===== config.mk =====
export PLATFORM = sky130hd
export DESIGN_NAME = lane_top
export DESIGN_NICKNAME = d
export VERILOG_FILES = /design/src/logic/lane_pkg.sv /design/src/logic/lane_control.sv /design/src/logic/lane_engine.sv /design/src/logic/lane_memory_arbiter.sv /design/src/logic/lane_memory_router.sv /design/src/logic/lane_top.sv
export SDC_FILE = /design/constraint.sdc
export NUM_CORES = 1
export LEC_CHECK = 0
export ABC_CLOCK_PERIOD_IN_PS = 17500
export BUFFER_PORTS_ARGS = -buffer_cell sky130_fd_sc_hd__buf_2
export CELL_PAD_IN_SITES_DETAIL_PLACEMENT = 2
export CELL_PAD_IN_SITES_GLOBAL_PLACEMENT = 2
export CORE_MARGIN = 2
export CORE_UTILIZATION = 30
export DETAILED_ROUTE_END_ITERATION = 8
export GPL_TIMING_DRIVEN = 0
export MAX_ROUTING_LAYER = met4
export PLACE_DENSITY = 0.8
export SYNTH_ARGS = -nofsm -noshare
export SYNTH_HDL_FRONTEND = slang
export SYNTH_SLANG_ARGS = --single-unit

===== constraint.sdc =====
create_clock -name ap_clk -period 17.5 [get_ports ap_clk]
set_input_delay 0.875 -clock ap_clk [delete_from_list [all_inputs] [get_ports ap_clk]]
set_output_delay 0.875 -clock ap_clk [all_outputs]
set_load 0.05 [all_outputs]

===== src/logic/lane_pkg.sv =====
`default_nettype none

package lane_pkg;

    // --------------------
    // Lane sizing
    // --------------------
    localparam int NUM_ENGINES = 3;
    localparam int DATA_W      = 32;
    localparam int ADDR_W      = 32;
    localparam int TAG_W       = 8;
    // Operand is zero-extended to DATA_W before use
    localparam int OPERAND_W   = 16;
    localparam int ENGINE_ID_W = 2;
    localparam int COUNT_W     = 16;

    // --------------------
    // Encodings
    // --------------------
    typedef enum logic [1:0] {
        OP_PASS = 2'd0,
        OP_ADD  = 2'd1,
        OP_READ = 2'd2
    } engine_op_t;

    typedef enum logic [2:0] {
        ENG_IDLE       = 3'd0,
        ENG_RELEASE_IN = 3'd1,
        ENG_MEM_REQ    = 3'd2,
        ENG_MEM_WAIT   = 3'd3,
        ENG_SEND       = 3'd4,
        ENG_SEND_WAIT  = 3'd5
    } engine_state_t;

    // --------------------
    // Channel payloads
    // --------------------
    // Per-engine setup, 18 bits
    typedef struct packed {
        engine_op_t           op;
        logic [OPERAND_W-1:0] operand;
    } engine_cfg_t;

    // Engine 0 config sits in cfg[0]
    typedef struct packed {
        engine_cfg_t [NUM_ENGINES-1:0] cfg;
        logic [COUNT_W-1:0]            num_packets;
    } lane_descriptor_t;

    typedef struct packed {
        logic [DATA_W-1:0] data;
        logic [TAG_W-1:0]  tag;
    } lane_packet_t;

    typedef struct packed {
        logic [ADDR_W-1:0]      addr;
        logic [ENGINE_ID_W-1:0] engine_id;
    } mem_request_t;

    // engine_id selects the receiving engine
    typedef struct packed {
        logic [DATA_W-1:0]      data;
        logic [ENGINE_ID_W-1:0] engine_id;
    } mem_response_t;

endpackage

`default_nettype wire


===== src/logic/lane_control.sv =====
`timescale 1ns/1ps
`default_nettype none

module lane_control (
    input  logic                                             ap_clk,
    input  logic                                             areset_lane_template,
    input  logic                                             desc_req_i,
    input  lane_pkg::lane_descriptor_t                       desc_i,
    output logic                                             desc_ack_o,
    input  logic                                             out_req_i,
    input  logic                                             out_ack_i,
    input  logic                                             mem_req_i,
    input  logic                                             mem_ack_i,
    output lane_pkg::engine_cfg_t [lane_pkg::NUM_ENGINES-1:0] engine_cfg_o,
    output logic                                             done_o
);

    lane_pkg::lane_descriptor_t   desc_q;
    logic [lane_pkg::COUNT_W-1:0] out_count_q;
    logic                         out_ack_q;
    logic                         armed_q;
    logic                         mem_open_q;
    logic                         desc_accept;
    logic                         out_done;

    // Accept while req is high and ack not yet given
    assign desc_accept = desc_req_i & ~desc_ack_o;
    // One completed output transfer per rising ack
    assign out_done     = out_req_i & out_ack_i & ~out_ack_q;
    // Config held as a level until the next descriptor
    assign engine_cfg_o = desc_q.cfg;

    always_ff @(posedge ap_clk) begin
        if (areset_lane_template) begin
            desc_q      <= '0;
            desc_ack_o  <= 1'b0;
            out_count_q <= '0;
            out_ack_q   <= 1'b0;
            armed_q     <= 1'b0;
            mem_open_q  <= 1'b0;
            done_o      <= 1'b0;
        end else begin
            // Ack mirrors req one cycle late
            desc_ack_o <= desc_req_i;
            out_ack_q  <= out_ack_i;
            // Request seen by memory but not yet acked
            if (mem_ack_i) begin
                mem_open_q <= 1'b0;
            end else if (mem_req_i) begin
                mem_open_q <= 1'b1;
            end
            if (desc_accept) begin
                desc_q      <= desc_i;
                out_count_q <= '0;
                armed_q     <= 1'b1;
                done_o      <= 1'b0;
            end else begin
                if (out_done) begin
                    out_count_q <= out_count_q + 1'b1;
                end
                // Sticky until the next descriptor
                if (armed_q && out_count_q == desc_q.num_packets && !mem_open_q && !mem_req_i) begin
                    done_o <= 1'b1;
                end
            end
        end
    end

endmodule

`default_nettype wire


===== src/logic/lane_engine.sv =====
`timescale 1ns/1ps
`default_nettype none

module lane_engine #(
    parameter int ENGINE_ID = 0
) (
    input  logic                    ap_clk,
    input  logic                    areset_lane_template,
    input  lane_pkg::engine_cfg_t   cfg_i,
    // Upstream packet channel
    input  logic                    in_req_i,
    input  lane_pkg::lane_packet_t  in_packet_i,
    output logic                    in_ack_o,
    // Downstream packet channel
    output logic                    out_req_o,
    output lane_pkg::lane_packet_t  out_packet_o,
    input  logic                    out_ack_i,
    // Memory request toward the arbiter
    output logic                    mem_req_o,
    output lane_pkg::mem_request_t  mem_request_o,
    input  logic                    mem_ack_i,
    // Memory response from the router
    input  logic                    mem_rsp_req_i,
    input  lane_pkg::mem_response_t mem_response_i,
    output logic                    mem_rsp_ack_o
);

    lane_pkg::engine_state_t       state_q;
    lane_pkg::lane_packet_t        pkt_q;
    logic [lane_pkg::DATA_W-1:0]   operand_ext;
    logic [lane_pkg::ADDR_W-1:0]   read_addr;

    assign operand_ext = {{(lane_pkg::DATA_W - lane_pkg::OPERAND_W){1'b0}}, cfg_i.operand};
    // Address is data plus operand, wraps at 2^32
    assign read_addr   = pkt_q.data + operand_ext;

    // Held packet is stable for the whole output transfer
    assign out_packet_o            = pkt_q;
    assign mem_request_o.addr      = read_addr;
    assign mem_request_o.engine_id = ENGINE_ID[lane_pkg::ENGINE_ID_W-1:0];

    always_ff @(posedge ap_clk) begin
        if (areset_lane_template) begin
            state_q       <= lane_pkg::ENG_IDLE;
            in_ack_o      <= 1'b0;
            out_req_o     <= 1'b0;
            mem_req_o     <= 1'b0;
            mem_rsp_ack_o <= 1'b0;
        end else begin
            case (state_q)
                // --------------------
                // Input side
                // --------------------
                lane_pkg::ENG_IDLE: begin
                    if (in_req_i) begin
                        pkt_q    <= in_packet_i;
                        in_ack_o <= 1'b1;
                        state_q  <= lane_pkg::ENG_RELEASE_IN;
                    end
                end
                lane_pkg::ENG_RELEASE_IN: begin
                    // Upstream dropped req, close the handshake and apply op
                    if (!in_req_i) begin
                        in_ack_o <= 1'b0;
                        case (cfg_i.op)
                            lane_pkg::OP_READ: begin
                                mem_req_o <= 1'b1;
                                state_q   <= lane_pkg::ENG_MEM_REQ;
                            end
                            lane_pkg::OP_ADD: begin
                                pkt_q.data <= pkt_q.data + operand_ext;
                                state_q    <= lane_pkg::ENG_SEND;
                            end
                            default: begin
                                state_q <= lane_pkg::ENG_SEND;
                            end
                        endcase
                    end
                end
                // --------------------
                // Memory side
                // --------------------
                lane_pkg::ENG_MEM_REQ: begin
                    // Full four phases before waiting on the response
                    if (mem_req_o && mem_ack_i) begin
                        mem_req_o <= 1'b0;
                    end else if (!mem_req_o && !mem_ack_i) begin
                        state_q <= lane_pkg::ENG_MEM_WAIT;
                    end
                end
                lane_pkg::ENG_MEM_WAIT: begin
                    if (mem_rsp_req_i && !mem_rsp_ack_o) begin
                        // Returned word replaces the data, tag untouched
                        pkt_q.data    <= mem_response_i.data;
                        mem_rsp_ack_o <= 1'b1;
                    end else if (!mem_rsp_req_i && mem_rsp_ack_o) begin
                        mem_rsp_ack_o <= 1'b0;
                        state_q       <= lane_pkg::ENG_SEND;
                    end
                end
                // --------------------
                // Output side
                // --------------------
                lane_pkg::ENG_SEND: begin
                    // Downstream ack must be low before a new transfer
                    if (!out_ack_i) begin
                        out_req_o <= 1'b1;
                        state_q   <= lane_pkg::ENG_SEND_WAIT;
                    end
                end
                lane_pkg::ENG_SEND_WAIT: begin
                    // Packet held until ack has risen and fallen again
                    if (out_req_o && out_ack_i) begin
                        out_req_o <= 1'b0;
                    end else if (!out_req_o && !out_ack_i) begin
                        state_q <= lane_pkg::ENG_IDLE;
                    end
                end
                default: begin
                    state_q <= lane_pkg::ENG_IDLE;
                end
            endcase
        end
    end

endmodule

`default_nettype wire


===== src/logic/lane_memory_arbiter.sv =====
`timescale 1ns/1ps
`default_nettype none

module lane_memory_arbiter (
    input  logic                                              ap_clk,
    input  logic                                              areset_lane_template,
    input  logic [lane_pkg::NUM_ENGINES-1:0]                  eng_req_i,
    input  lane_pkg::mem_request_t [lane_pkg::NUM_ENGINES-1:0] eng_request_i,
    output logic [lane_pkg::NUM_ENGINES-1:0]                  eng_ack_o,
    output logic                                              mem_req_o,
    output lane_pkg::mem_request_t                            mem_request_o,
    input  logic                                              mem_ack_i
);

    logic                             busy_q;
    logic [lane_pkg::ENGINE_ID_W-1:0] grant_q;
    logic                             pick_valid;
    logic [lane_pkg::ENGINE_ID_W-1:0] pick_idx;

    // --------------------
    // Round-robin pick
    // --------------------
    // Search starts just after the last granted engine
    always_comb begin
        int idx;
        pick_valid = 1'b0;
        pick_idx   = grant_q;
        for (int k = 1; k <= lane_pkg::NUM_ENGINES; k++) begin
            idx = (int'(grant_q) + k) % lane_pkg::NUM_ENGINES;
            if (!pick_valid && eng_req_i[idx]) begin
                pick_valid = 1'b1;
                pick_idx   = idx[lane_pkg::ENGINE_ID_W-1:0];
            end
        end
    end

    // Granted engine's payload goes straight out
    assign mem_request_o = eng_request_i[grant_q];

    // Memory ack returns to the granted engine only
    always_comb begin
        eng_ack_o          = '0;
        eng_ack_o[grant_q] = busy_q & mem_ack_i;
    end

    // --------------------
    // Locked grant
    // --------------------
    always_ff @(posedge ap_clk) begin
        if (areset_lane_template) begin
            busy_q    <= 1'b0;
            grant_q   <= '0;
            mem_req_o <= 1'b0;
        end else if (!busy_q) begin
            if (pick_valid) begin
                busy_q  <= 1'b1;
                grant_q <= pick_idx;
            end
        end else begin
            // Memory req follows the engine req one cycle late
            mem_req_o <= eng_req_i[grant_q];
            // Release only after both sides are back to zero
            if (!eng_req_i[grant_q] && !mem_req_o && !mem_ack_i) begin
                busy_q <= 1'b0;
            end
        end
    end

endmodule

`default_nettype wire


===== src/logic/lane_memory_router.sv =====
`timescale 1ns/1ps
`default_nettype none

module lane_memory_router (
    input  logic                                               ap_clk,
    input  logic                                               areset_lane_template,
    input  logic                                               mem_rsp_req_i,
    input  lane_pkg::mem_response_t                            mem_response_i,
    output logic                                               mem_rsp_ack_o,
    output logic [lane_pkg::NUM_ENGINES-1:0]                   eng_rsp_req_o,
    output lane_pkg::mem_response_t [lane_pkg::NUM_ENGINES-1:0] eng_response_o,
    input  logic [lane_pkg::NUM_ENGINES-1:0]                   eng_rsp_ack_i
);

    logic                             busy_q;
    logic                             rsp_req_q;
    logic [lane_pkg::ENGINE_ID_W-1:0] sel_q;
    lane_pkg::mem_response_t          rsp_q;

    // Same registered word to every engine, req only to the selected one
    for (genvar g = 0; g < lane_pkg::NUM_ENGINES; g++) begin : g_fanout
        assign eng_rsp_req_o[g]  = rsp_req_q & (sel_q == g);
        assign eng_response_o[g] = rsp_q;
    end

    always_ff @(posedge ap_clk) begin
        if (areset_lane_template) begin
            busy_q        <= 1'b0;
            rsp_req_q     <= 1'b0;
            sel_q         <= '0;
            mem_rsp_ack_o <= 1'b0;
        end else if (!busy_q) begin
            // New response only with the external channel idle
            if (mem_rsp_req_i && !mem_rsp_ack_o) begin
                busy_q    <= 1'b1;
                rsp_req_q <= 1'b1;
                sel_q     <= mem_response_i.engine_id;
                rsp_q     <= mem_response_i;
            end
        end else begin
            // External ack trails the engine ack by one cycle
            mem_rsp_ack_o <= eng_rsp_ack_i[sel_q];
            if (!mem_rsp_req_i) begin
                rsp_req_q <= 1'b0;
            end
            // Engine side fully released
            if (!mem_rsp_req_i && !rsp_req_q && !eng_rsp_ack_i[sel_q]) begin
                busy_q <= 1'b0;
            end
        end
    end

endmodule

`default_nettype wire


===== src/logic/lane_top.sv =====
`timescale 1ns/1ps
`default_nettype none

module lane_top (
    input  logic                       ap_clk,
    input  logic                       areset_lane_template,
    input  logic                       desc_req_i,
    input  lane_pkg::lane_descriptor_t desc_i,
    output logic                       desc_ack_o,
    input  logic                       in_req_i,
    input  lane_pkg::lane_packet_t     in_packet_i,
    output logic                       in_ack_o,
    output logic                       out_req_o,
    output lane_pkg::lane_packet_t     out_packet_o,
    input  logic                       out_ack_i,
    output logic                       mem_req_o,
    output lane_pkg::mem_request_t     mem_request_o,
    input  logic                       mem_ack_i,
    input  logic                       mem_rsp_req_i,
    input  lane_pkg::mem_response_t    mem_response_i,
    output logic                       mem_rsp_ack_o,
    output logic                       done_o
);

    // --------------------
    // Chain wires
    // --------------------
    // Slot k is the input of engine k, last slot is the lane output
    logic [lane_pkg::NUM_ENGINES:0]                     chain_req;
    logic [lane_pkg::NUM_ENGINES:0]                     chain_ack;
    lane_pkg::lane_packet_t [lane_pkg::NUM_ENGINES:0]    chain_pkt;
    lane_pkg::engine_cfg_t [lane_pkg::NUM_ENGINES-1:0]   engine_cfg;
    // Engine memory channels
    logic [lane_pkg::NUM_ENGINES-1:0]                   eng_mem_req;
    logic [lane_pkg::NUM_ENGINES-1:0]                   eng_mem_ack;
    lane_pkg::mem_request_t [lane_pkg::NUM_ENGINES-1:0]  eng_mem_request;
    logic [lane_pkg::NUM_ENGINES-1:0]                   eng_rsp_req;
    logic [lane_pkg::NUM_ENGINES-1:0]                   eng_rsp_ack;
    lane_pkg::mem_response_t [lane_pkg::NUM_ENGINES-1:0] eng_response;

    assign chain_req[0]                     = in_req_i;
    assign chain_pkt[0]                     = in_packet_i;
    assign in_ack_o                         = chain_ack[0];
    assign out_req_o                        = chain_req[lane_pkg::NUM_ENGINES];
    assign out_packet_o                     = chain_pkt[lane_pkg::NUM_ENGINES];
    assign chain_ack[lane_pkg::NUM_ENGINES] = out_ack_i;

    lane_control u_control (
        .ap_clk               (ap_clk),
        .areset_lane_template (areset_lane_template),
        .desc_req_i           (desc_req_i),
        .desc_i               (desc_i),
        .desc_ack_o           (desc_ack_o),
        .out_req_i            (out_req_o),
        .out_ack_i            (out_ack_i),
        .mem_req_i            (mem_req_o),
        .mem_ack_i            (mem_ack_i),
        .engine_cfg_o         (engine_cfg),
        .done_o               (done_o)
    );

    // in -> [0] -> [1] -> [2] -> out
    for (genvar g = 0; g < lane_pkg::NUM_ENGINES; g++) begin : g_engine
        lane_engine #(
            .ENGINE_ID (g)
        ) u_engine (
            .ap_clk               (ap_clk),
            .areset_lane_template (areset_lane_template),
            .cfg_i                (engine_cfg[g]),
            .in_req_i             (chain_req[g]),
            .in_packet_i          (chain_pkt[g]),
            .in_ack_o             (chain_ack[g]),
            .out_req_o            (chain_req[g+1]),
            .out_packet_o         (chain_pkt[g+1]),
            .out_ack_i            (chain_ack[g+1]),
            .mem_req_o            (eng_mem_req[g]),
            .mem_request_o        (eng_mem_request[g]),
            .mem_ack_i            (eng_mem_ack[g]),
            .mem_rsp_req_i        (eng_rsp_req[g]),
            .mem_response_i       (eng_response[g]),
            .mem_rsp_ack_o        (eng_rsp_ack[g])
        );
    end

    lane_memory_arbiter u_arbiter (
        .ap_clk               (ap_clk),
        .areset_lane_template (areset_lane_template),
        .eng_req_i            (eng_mem_req),
        .eng_request_i        (eng_mem_request),
        .eng_ack_o            (eng_mem_ack),
        .mem_req_o            (mem_req_o),
        .mem_request_o        (mem_request_o),
        .mem_ack_i            (mem_ack_i)
    );

    lane_memory_router u_router (
        .ap_clk               (ap_clk),
        .areset_lane_template (areset_lane_template),
        .mem_rsp_req_i        (mem_rsp_req_i),
        .mem_response_i       (mem_response_i),
        .mem_rsp_ack_o        (mem_rsp_ack_o),
        .eng_rsp_req_o        (eng_rsp_req),
        .eng_response_o       (eng_response),
        .eng_rsp_ack_i        (eng_rsp_ack)
    );

endmodule

`default_nettype wire


==> impl_metrics.ini, run 1 <==
[outcome]
status = finished, final reports clean

[floorplanning]
rows = 83
top_level_ports = 231
die_width_um = 233
dieArea_um2 = 54300
die_height_um = 233
start_util_pct = 30.5
core_um2 = 51600

[detailed_routing]
ant_nets = 0
drt_wl_total_um = 66100
post_drt_wl_per_cell_um = 24.4
drc = 0
drtIter0Drc = 973
viasPerCell = 5.37
vias = 14500
drtPass1Iterations = 5

[layout]
syn2layout_area_growth_pct = 20.8
finalNetCount = 2210
layout.cells.non_filler = 2704
seq_area_um2 = 6990
fillCellCount = 5696
drive_above_1_share_pct = 18.3
multi_input_area_um2 = 7920

[timing]
fin_skew_ns = 0.0201
setup_violations = 0
fmax_ghz = 0.199
fin_crit_ns = 5.01
tightestPinTransition_ns = 1.33
holdWs_ns = 0.419
fin_crit_sh_pct = 28.7
max_slew_margin_pct = 10.7
hold_violations = 0
slew_violations = 0
rsz0062_at_grt = false
timing.setup.tns_ns = 0

[place]
dp_hpwl_um = 53500
place_congestion = 0.931
dp.cells = 2639
port_buffers = 230

[synth]
ys_dominant_reg_cell = edfxtp_1
yosysWarnings = 0
synth_cell_types = 81
synth_area_um2 = 15700
avgSynthCellArea_um2 = 9.14
synth-simple-area-share_pct = 16.0
synthMuxAreaShare_pct = 2.18
synth_edf_count = 152
synth_adder_area_share_pct = 5.15
ys_seq_area_share_pct = 44.4
synth_top_family_by_area = compound AO/OA/AOI/OAI gates
syn_inst = 1720
synth-async-reset-ratio_pct = 0
ys_ff_latch = 273
synth_nets = 1934
synth_xor_area_share_pct = 6.46
synth_compound_area_share_pct = 20.4

[setup_path]
cp_cell_sequence = ha_1, fa_1, a211oi_1, o21bai_1, o221ai_2, nor2b_1, o21ai_0, nand2b_1, xnor2_1, o21ai_0, buf_2
cp-startpoint = g_engine[1].u_engine.out_packet_o[8]
regToRegStartpoint = g_engine[2].u_engine.state_q[0]
crit_type = flip-flop to output port
end_kind = output port
r2r_slack_ns = 13.60
slowest_stage = o21ai_0
crit_top_cell = o21ai_0
rr_endpoint = g_engine[2].u_engine.out_packet_o[32]
cp-endpoint = mem_request_o[14]
cp.arrival_ns = 4.14
worstPathRequired_ns = 16.62
cp_slowest_stage_delay_ns = 0.56
path_max_fanout = 6
ff2ff_path_depth = 7
cp-start-kind = flip-flop

[pwr]
power_leakage_nw = 7.12
power-per-cell-area_nw_per_um2 = 128
total_power_mw = 2.42
ir_worst_vdd_mv = 0.0771

[clocking]
h-tree-depth = 2
cts_resized = 0
clk_pin_slew_ns = 0.06
ctsHoldBuffers = 0
cts_sinks = 273
cts-root-buf = clkbuf_16
tritoncts = yes
clk_path_buf_depth = 3
numCtsBuffers = 35
clock_latency_ns = 0.57
post-cts-setup-buffers = 0

[grt]
antenna_found_initial = 0
grt-ovfl-total = 0
grt_usage_pct = 24.8
grt_pass1_vias = 15600
grt_first_pass_wirelength_um = 97600
grt_max_degree = 33

[hold_path]
hp-start = g_engine[1].u_engine.out_packet_o[3]
hold_class = flip-flop to flip-flop

[job]
max-cap-violations = 0
synth_stat cells, drive strengths merged, types with 15 or more instances:
library cell  count  area share [%]
a22oi            57             2.7
edfxtp          152              29
nand2b           16            0.64
dfxtp           121              15
inv              43             1.0
nor2            111             2.6
a21oi           159             5.1
xor2             47             2.6
clkbuf           89             2.2
nor3             18            0.57
o21ai           133             4.2
nand2           223             5.3
nand3            73             2.3
nand4            21            0.84
mux2i            32             2.0
o22ai            15            0.60
and3             22            0.88
buf              50             2.2
xnor2            69             3.8
a21o             18            0.86
nor2b            18            0.72
ha               60             4.8
cells in the final DEF (no fill, tap or decap), types with 18 or more instances in the layout:
cell and n:
o21ai_0 131, nand3_1 73, clkbuf_16 35, nor2b_1 18, clkbuf_1 98, xnor2_1 69, xor2_1 47, and3_1 22
nand4_1 21, mux2i_1 32, a22oi_1 57, buf_2 234, ha_1 60, buf_4 45, a21o_1 18, a21oi_1 157
inv_1 43, nand2_1 222, edfxtp_1 152, nor2_1 110, dfxtp_1 121
kinds of logic after synthesis:
group	after synthesis
adder cells (fa/ha/maj)	63
AO/OA/AOI/OAI	505
multiplexers	34
flip-flops	273
buffers and inverters	185
XOR/XNOR	116
AND/OR/NAND/NOR	544
final cells by class:
| cell class | instances | share of cell area, % |
|---|---|---|
| Antenna cell | 1 | 0.0132 |
| Buffer | 139 | 3.59 |
| Inverter | 46 | 0.909 |
| Sequential cell | 273 | 36.8 |
| Clock buffer | 49 | 5.04 |
| Tap cell | 680 | 4.48 |
| Clock inverter | 15 | 1.04 |
| Timing Repair Buffer | 239 | 6.47 |
| Multi-Input combinational cell | 1262 | 41.7 |
layer usage:
| layer | global-route usage, % | wire length [µm] | up-vias |
|---|---|---|---|
| met5 | - | 0 | - |
| met4 | 8.56 | 2250 | 0 |
| met3 | 3.20 | 3070 | 92 |
| met2 | 39.6 | 30900 | 390 |
| met1 | 32.2 | 29900 | 7253 |
| li1 | - | - | 6774 |
sequential cells by signal, indices dropped and copies added, names as in the netlist, 2 cells and up:
register,count
g_engine.u_engine.in_ack_o,3
g_engine.u_engine.mem_req_o,3
g_engine.u_engine.mem_rsp_ack_o,3
g_engine.u_engine.out_packet_o,120
g_engine.u_engine.out_req_o,3
g_engine.u_engine.state_q,9
u_arbiter.grant_q,2
u_control.desc_q,16
u_control.engine_cfg_o,54
u_control.out_count_q,16
u_router.eng_response_o,32
u_router.sel_q,2
stage by stage:
stage | cell area (µm²) | util (%) | setup WS, ns
floorplan | 15700 | - | 10.65
global route | 19000 | 36.8 | 12.24
global placement | 17700 | 34.4 | 7.33
finish | 19000 | 36.8 | 12.49
CTS | 19000 | 36.8 | 12.45
detailed placement | 17800 | 34.6 | 13.07
worst min path at each step:
stage	slack, ns	endpoint	cells after the start
2_1_floorplan	0.40	g_engine[1].u_engine.out_packet_o[0]	0
3_3_place_gp	0.40	g_engine[2].u_engine.out_packet_o[7]	0
3_5_place_dp	0.41	g_engine[1].u_engine.out_packet_o[3]	0
4_1_cts	0.42	g_engine[1].u_engine.out_packet_o[3]	0
5_1_grt	0.42	g_engine[2].u_engine.out_packet_o[0]	0
6_report	0.42	g_engine[2].u_engine.out_packet_o[3]	0
worst max-delay path, delay by kind of cell, from the launching register on:
kind | cells | cell delay (ns)
compound gates | 5 | 1.61
xor+xnor | 1 | 0.21
fa+ha+maj | 2 | 0.70
buf+inv | 1 | 0.38
flops | 1 | 0.42
simple gates | 2 | 0.27
report_power, final:
part	switching (mW)	internal [mW]	leakage, nW
Combinational	0.578	0.249	4.16
Sequential	0.0684	0.789	2.40
Clock	0.308	0.433	0.554
Total	0.954	1.47	7.12
No activity file was read; power rests on OpenSTA's default activity.
==> run 2: changes to the inputs <==
--- a/config.mk
+++ b/config.mk
@@ -5,7 +5,7 @@
 export SDC_FILE = /design/constraint.sdc
 export NUM_CORES = 1
 export LEC_CHECK = 0
-export ABC_CLOCK_PERIOD_IN_PS = 17500
+export ABC_CLOCK_PERIOD_IN_PS = 5100
 export BUFFER_PORTS_ARGS = -buffer_cell sky130_fd_sc_hd__buf_2
 export CELL_PAD_IN_SITES_DETAIL_PLACEMENT = 2
 export CELL_PAD_IN_SITES_GLOBAL_PLACEMENT = 2
==> constraint.sdc (replaced) <==
create_clock -name ap_clk -period 5.1 [get_ports ap_clk]
set_input_delay 0.255 -clock ap_clk [delete_from_list [all_inputs] [get_ports ap_clk]]
set_output_delay 0.255 -clock ap_clk [all_outputs]
set_load 0.05 [all_outputs]
==> impl_metrics.ini, run 2 (same netlist as run 1, synthesis figures left out) <==
[outcome]
status = finished, final reports clean

[timing]
timing.setup.tns_ns = 0
tightestPinTransition_ns = 1.13
holdWs_ns = 0.0140
max_slew_margin_pct = 24.2
fin_crit_sh_pct = 86.1
fin_crit_ns = 4.39
rsz0062_at_grt = false
slew_violations = 0
setup_violations = 0
hold_violations = 0
fin_skew_ns = 0.0322
fmax_ghz = 0.228
fin_ws_ns = 0.709

[place]
port_buffers = 230
postPlaceCellArea_um2 = 17900
place_ws_ns = 1.15
place_congestion = 0.943
dp_hpwl_um = 52900

[floorplanning]
dieArea_um2 = 54300
rows = 83
start_util_pct = 30.5
die_width_um = 233
die_height_um = 233
top_level_ports = 231
core_um2 = 51600

[detailed_routing]
viasPerCell = 5.43
ant_nets = 0
vias = 15300
post_drt_wl_per_cell_um = 25.2
drtIter0Drc = 1083
drtPass1Iterations = 6
drt_wl_total_um = 70900
drc = 0

[grt]
grt_usage_pct = 26.6
grt_max_degree = 22
grt_first_pass_wirelength_um = 105000
grt_pass1_vias = 16500
grt-ovfl-total = 0
antenna_found_initial = 0

[setup_path]
crit_type = flip-flop to output port
ff2ff_path_depth = 8
critical_path.top_delay_family = compound AO/OA/AOI/OAI gates
cp_num_cells = 11
crit_buf_inv = 1
r2r_slack_ns = 1.02
cp.arrival_ns = 4.14
cp_cell_sequence = ha_1, fa_1, a211oi_1, o21bai_1, a311o_1, a221oi_1, xnor2_1, nor2_1, a211o_1, o21ai_0, buf_2
cp-startpoint = g_engine[0].u_engine.out_packet_o[8]
cp-start-kind = flip-flop
slowest_stage = a311o_1
end_kind = output port
path_max_fanout = 5
cp_slowest_stage_delay_ns = 0.51
regToRegStartpoint = g_engine[2].u_engine.state_q[0]
worstPathRequired_ns = 4.85

[layout]
layout_common_cells = buf_2, nand2_1, a21oi_1
fillCellCount = 5611
antenna_cells = 0
syn2layout_area_growth_pct = 28.4
layout_commonest_cell = buf_2
drive_above_1_share_pct = 17.4
finalNetCount = 2324
largest_reg_flops = 120
final_area_um2 = 20200

[clocking]
clk_pin_slew_ns = 0.06
cts_sinks = 273
post-cts-setup-buffers = 0
h-tree-depth = 2
numCtsBuffers = 36
tritoncts = yes
clk_path_buf_depth = 3
cts-root-buf = clkbuf_16
clock_latency_ns = 0.57

[hold_path]
holdPathStages = 3
hp-start = in_packet_i[37]
hold_class = input port to flip-flop

[pwr]
power_leakage_nw = 7.62
power-per-cell-area_nw_per_um2 = 421
total_power_mw = 8.51
ir_worst_vdd_mv = 0.235

[job]
max-cap-violations = 0
[run 2: cell count changes in the layout (fill, tap and decap cells not counted), sizes merged]
cell	before	now
buf	289	287
diode	1	0
bufinv	3	2
dlygate4sd3	0	115
clkinvlp	3	2
clkbuf	138	136
clkinv	11	15
inv	44	46
[run 2: stage by stage]
step | std cells | utilization [%]
after CTS | 2818 | 39.1
after global placement | 2630 | 34.4
after global routing | 2818 | 39.1
after detailed placement | 2637 | 34.6
after floorplan | 1720 | -
final | 2818 | 39.1
[run 2: cell type report]
class / instances / area (µm²) / area share (%)
inverter: 46 / 173 / 0.855
tap: 680 / 851 / 4.21
multi-input combinational: 1262 / 7940 / 39.3
clock inverter: 19 / 161 / 0.799
clock buffer: 47 / 1010 / 5.02
buffer: 139 / 683 / 3.38
timing repair buffer: 352 / 2390 / 11.8
sequential: 273 / 6990 / 34.6
[run 2: final timing paths]
kind,end
max,mem_request_o[32]
min,g_engine[0].u_engine.out_packet_o[37]
max reg2reg,g_engine[2].u_engine.out_packet_o[31]
min reg2reg,g_engine[1].u_engine.out_packet_o[6]
[run 2: timing repair]
item                                    4_1_cts  5_1_grt
hold buffers                                115        0
endpoints found under the hold margin       115        0
endpoints found under the setup margin        0        0
resized for setup                             0        0
[run 2: worst min-delay path, stage by stage]
cell and delay, ns:
buf_2 0.08, nand3_1 0.06, o21ai_0 0.07
[run 2: layer usage]
| metal | share of wire [%] | up-vias | GRT usage, % |
|---|---|---|---|
| met5 | 0 | - | - |
| met4 | 3.6 | 0 | 9.81 |
| met3 | 4.5 | 121 | 2.79 |
| met2 | 48 | 452 | 43.5 |
| met1 | 44 | 7722 | 33.9 |
| li1 | - | 6995 | - |
[run 2: power by group]
part	internal (mW)	switching (mW)
Combinational	0.916	2.04
Clock	1.51	1.09
Sequential	2.71	0.242
Total	5.14	3.37
==> run 3: changes to the inputs <==
--- a/config.mk
+++ b/config.mk
@@ -5,7 +5,7 @@
 export SDC_FILE = /design/constraint.sdc
 export NUM_CORES = 1
 export LEC_CHECK = 0
-export ABC_CLOCK_PERIOD_IN_PS = 5100
+export ABC_CLOCK_PERIOD_IN_PS = 3900
 export BUFFER_PORTS_ARGS = -buffer_cell sky130_fd_sc_hd__buf_2
 export CELL_PAD_IN_SITES_DETAIL_PLACEMENT = 2
 export CELL_PAD_IN_SITES_GLOBAL_PLACEMENT = 2
@@ -14,7 +14,7 @@
 export DETAILED_ROUTE_END_ITERATION = 8
 export GPL_TIMING_DRIVEN = 0
 export MAX_ROUTING_LAYER = met4
-export PLACE_DENSITY = 0.8
+export PLACE_DENSITY = 0.82
 export SYNTH_ARGS = -nofsm -noshare
 export SYNTH_HDL_FRONTEND = slang
 export SYNTH_SLANG_ARGS = --single-unit
==> constraint.sdc (replaced) <==
create_clock -name ap_clk -period 3.9 [get_ports ap_clk]
set_input_delay 0.195 -clock ap_clk [delete_from_list [all_inputs] [get_ports ap_clk]]
set_output_delay 0.195 -clock ap_clk [all_outputs]
set_load 0.05 [all_outputs]
==> impl_metrics.ini, run 3 (same netlist as run 1, synthesis figures left out) <==
[outcome]
status = finished, final reports clean

[detailed_routing]
drc = 0
post_drt_wl_per_cell_um = 26.0
vias = 15600
drtPass1Iterations = 5
viasPerCell = 5.48
drt_wl_total_um = 74200
ant_nets = 0
drtIter0Drc = 1108

[setup_path]
crit_type = flip-flop to output port
ff2ff_path_depth = 7
cp_cell_sequence = ha_2, fa_2, a211oi_2, o21bai_2, a311o_2, buf_4, xor2_2, a21oi_1, o22ai_2, clkbuf_4
slowest_stage = a311o_2
cp-start-kind = flip-flop
cp_num_cells = 10
cp_slowest_stage_delay_ns = 0.50
cp.arrival_ns = 3.67
path_max_fanout = 5
worstPathRequired_ns = 3.70
end_kind = output port
critical_path.top_delay_family = compound AO/OA/AOI/OAI gates
crit_buf_inv = 2

[clocking]
cts-root-buf = clkbuf_16
clk_pin_slew_ns = 0.06
cts_sinks = 273
numCtsBuffers = 35
h-tree-depth = 2
clk_path_buf_depth = 3
tritoncts = yes
clock_latency_ns = 0.59

[layout]
layout_common_cells = nand2_1, buf_2, a21oi_1
layout.cells.non_filler = 2851
layout_commonest_cell = nand2_1
finalNetCount = 2355
final_core_util_pct = 40.5
syn2layout_area_growth_pct = 32.8
drive_above_1_share_pct = 19.7
largest_reg_flops = 120

[timing]
hold_violations = 0
fin_crit_ns = 3.87
fmax_ghz = 0.259
setup_violations = 0
fin_crit_sh_pct = 99.2
slew_violations = 0
fin_skew_ns = 0.0466
rsz0062_at_grt = true
tightestPinTransition_ns = 1.17
max_slew_margin_pct = 21.2

[floorplanning]
die_height_um = 233
core_um2 = 51600
rows = 83
top_level_ports = 231
start_util_pct = 30.5
dieArea_um2 = 54300
die_width_um = 233

[grt]
grt-ovfl-total = 0
antenna_found_initial = 2
grt_usage_pct = 27.7
grt_first_pass_wirelength_um = 109000
grt_max_degree = 20
grt_pass1_vias = 17000

[pwr]
power_leakage_nw = 7.87
power-per-cell-area_nw_per_um2 = 544
total_power_mw = 11.4
ir_worst_vdd_mv = 0.266

[hold_path]
holdPathStages = 3
hold_class = input port to flip-flop

[place]
dp.cells = 2635
place_congestion = 0.916
port_buffers = 230
dp_hpwl_um = 53300

[job]
max-cap-violations = 0
==> run 3: cell count changes in the layout (fill, tap and decap cells not counted), moves of 5 or more <==
cell,change
dlygate4sd3_1,+26
buf_2,-16
buf_4,+14
o21ai_0,-7
xnor2_1,-7
xnor2_2,+7
buf_6,+5
clkbuf_4,+5
o22ai_1,-5
xor2_1,-5
xor2_2,+5
==> run 3: path summary, 6_finish.rpt <==
| path | from | end | slack [ns] |
|---|---|---|---|
| worst max-delay path | g_engine[0].u_engine.out_packet_o[8] | mem_request_o[12] | 0.03 |
| worst max register to register | g_engine[2].u_engine.state_q[0] | g_engine[2].u_engine.out_packet_o[26] | 0.18 |
| worst min-delay path | in_packet_i[19] | g_engine[0].u_engine.out_packet_o[19] | 0.04 |
| worst min register to register | g_engine[0].u_engine.out_packet_o[1] | g_engine[1].u_engine.out_packet_o[1] | 0.38 |
==> run 3: layout make-up <==
type | count | area, µm²
multi-input cells | 1263 | 8270
inverters | 46 | 173
clock buffers | 46 | 978
flip-flops and latches | 273 | 6990
well taps | 680 | 851
diodes | 3 | 7.51
fillers | 5588 | 30700
plain buffers | 138 | 679
clock inverters | 18 | 200
repair buffers | 384 | 2740
==> run 3: metal layers <==
metal	global-route usage (%)	wire length [µm]
met1	33.5	31200
met2	46.8	36600
met3	3.48	3440
met4	11.1	2950
met5	-	0
==> run 3: through the flow <==
| step | cell area (µm²) | setup WS (ns) | hold WS (ns) | TNS, ns |
|---|---|---|---|---|
| after detailed placement | 17800 | 0.0281 | 0.374 | 0 |
| after global placement | 17700 | -1.39 | 0.375 | -114.43 |
| after global routing | 20900 | -0.0749 | 0.0557 | -0.359 |
| final | 20900 | 0.0331 | 0.0395 | 0 |
| after floorplan | 15700 | 0.174 | 0.272 | 0 |
| after CTS | 20600 | -0.0685 | 0.0125 | -0.0685 |
==> run 3: power breakdown <==
group / total (mW) / switching [mW] / internal, mW
logic: 4.07 / 2.77 / 1.30
clock network: 3.42 / 1.43 / 1.99
registers: 3.87 / 0.331 / 3.54
total: 11.4 / 4.53 / 6.83
==> run 3: tightest hold or removal path, stage by stage <==
cell and delay (ns):
buf_2 0.12, nand3_1 0.08, o211ai_1 0.08
==> run 3: what timing repair did <==
| action | in CTS | in global routing |
|---|---|---|
| pin swaps | 3 | 14 |
| cloned | 1 | 0 |
| buffers inserted | 2 | 6 |
| resized for setup | 31 | 59 |
| endpoints found under the hold margin | 141 | 0 |
| setup endpoints to repair | 40 | 51 |
| hold buffers | 141 | 0 |
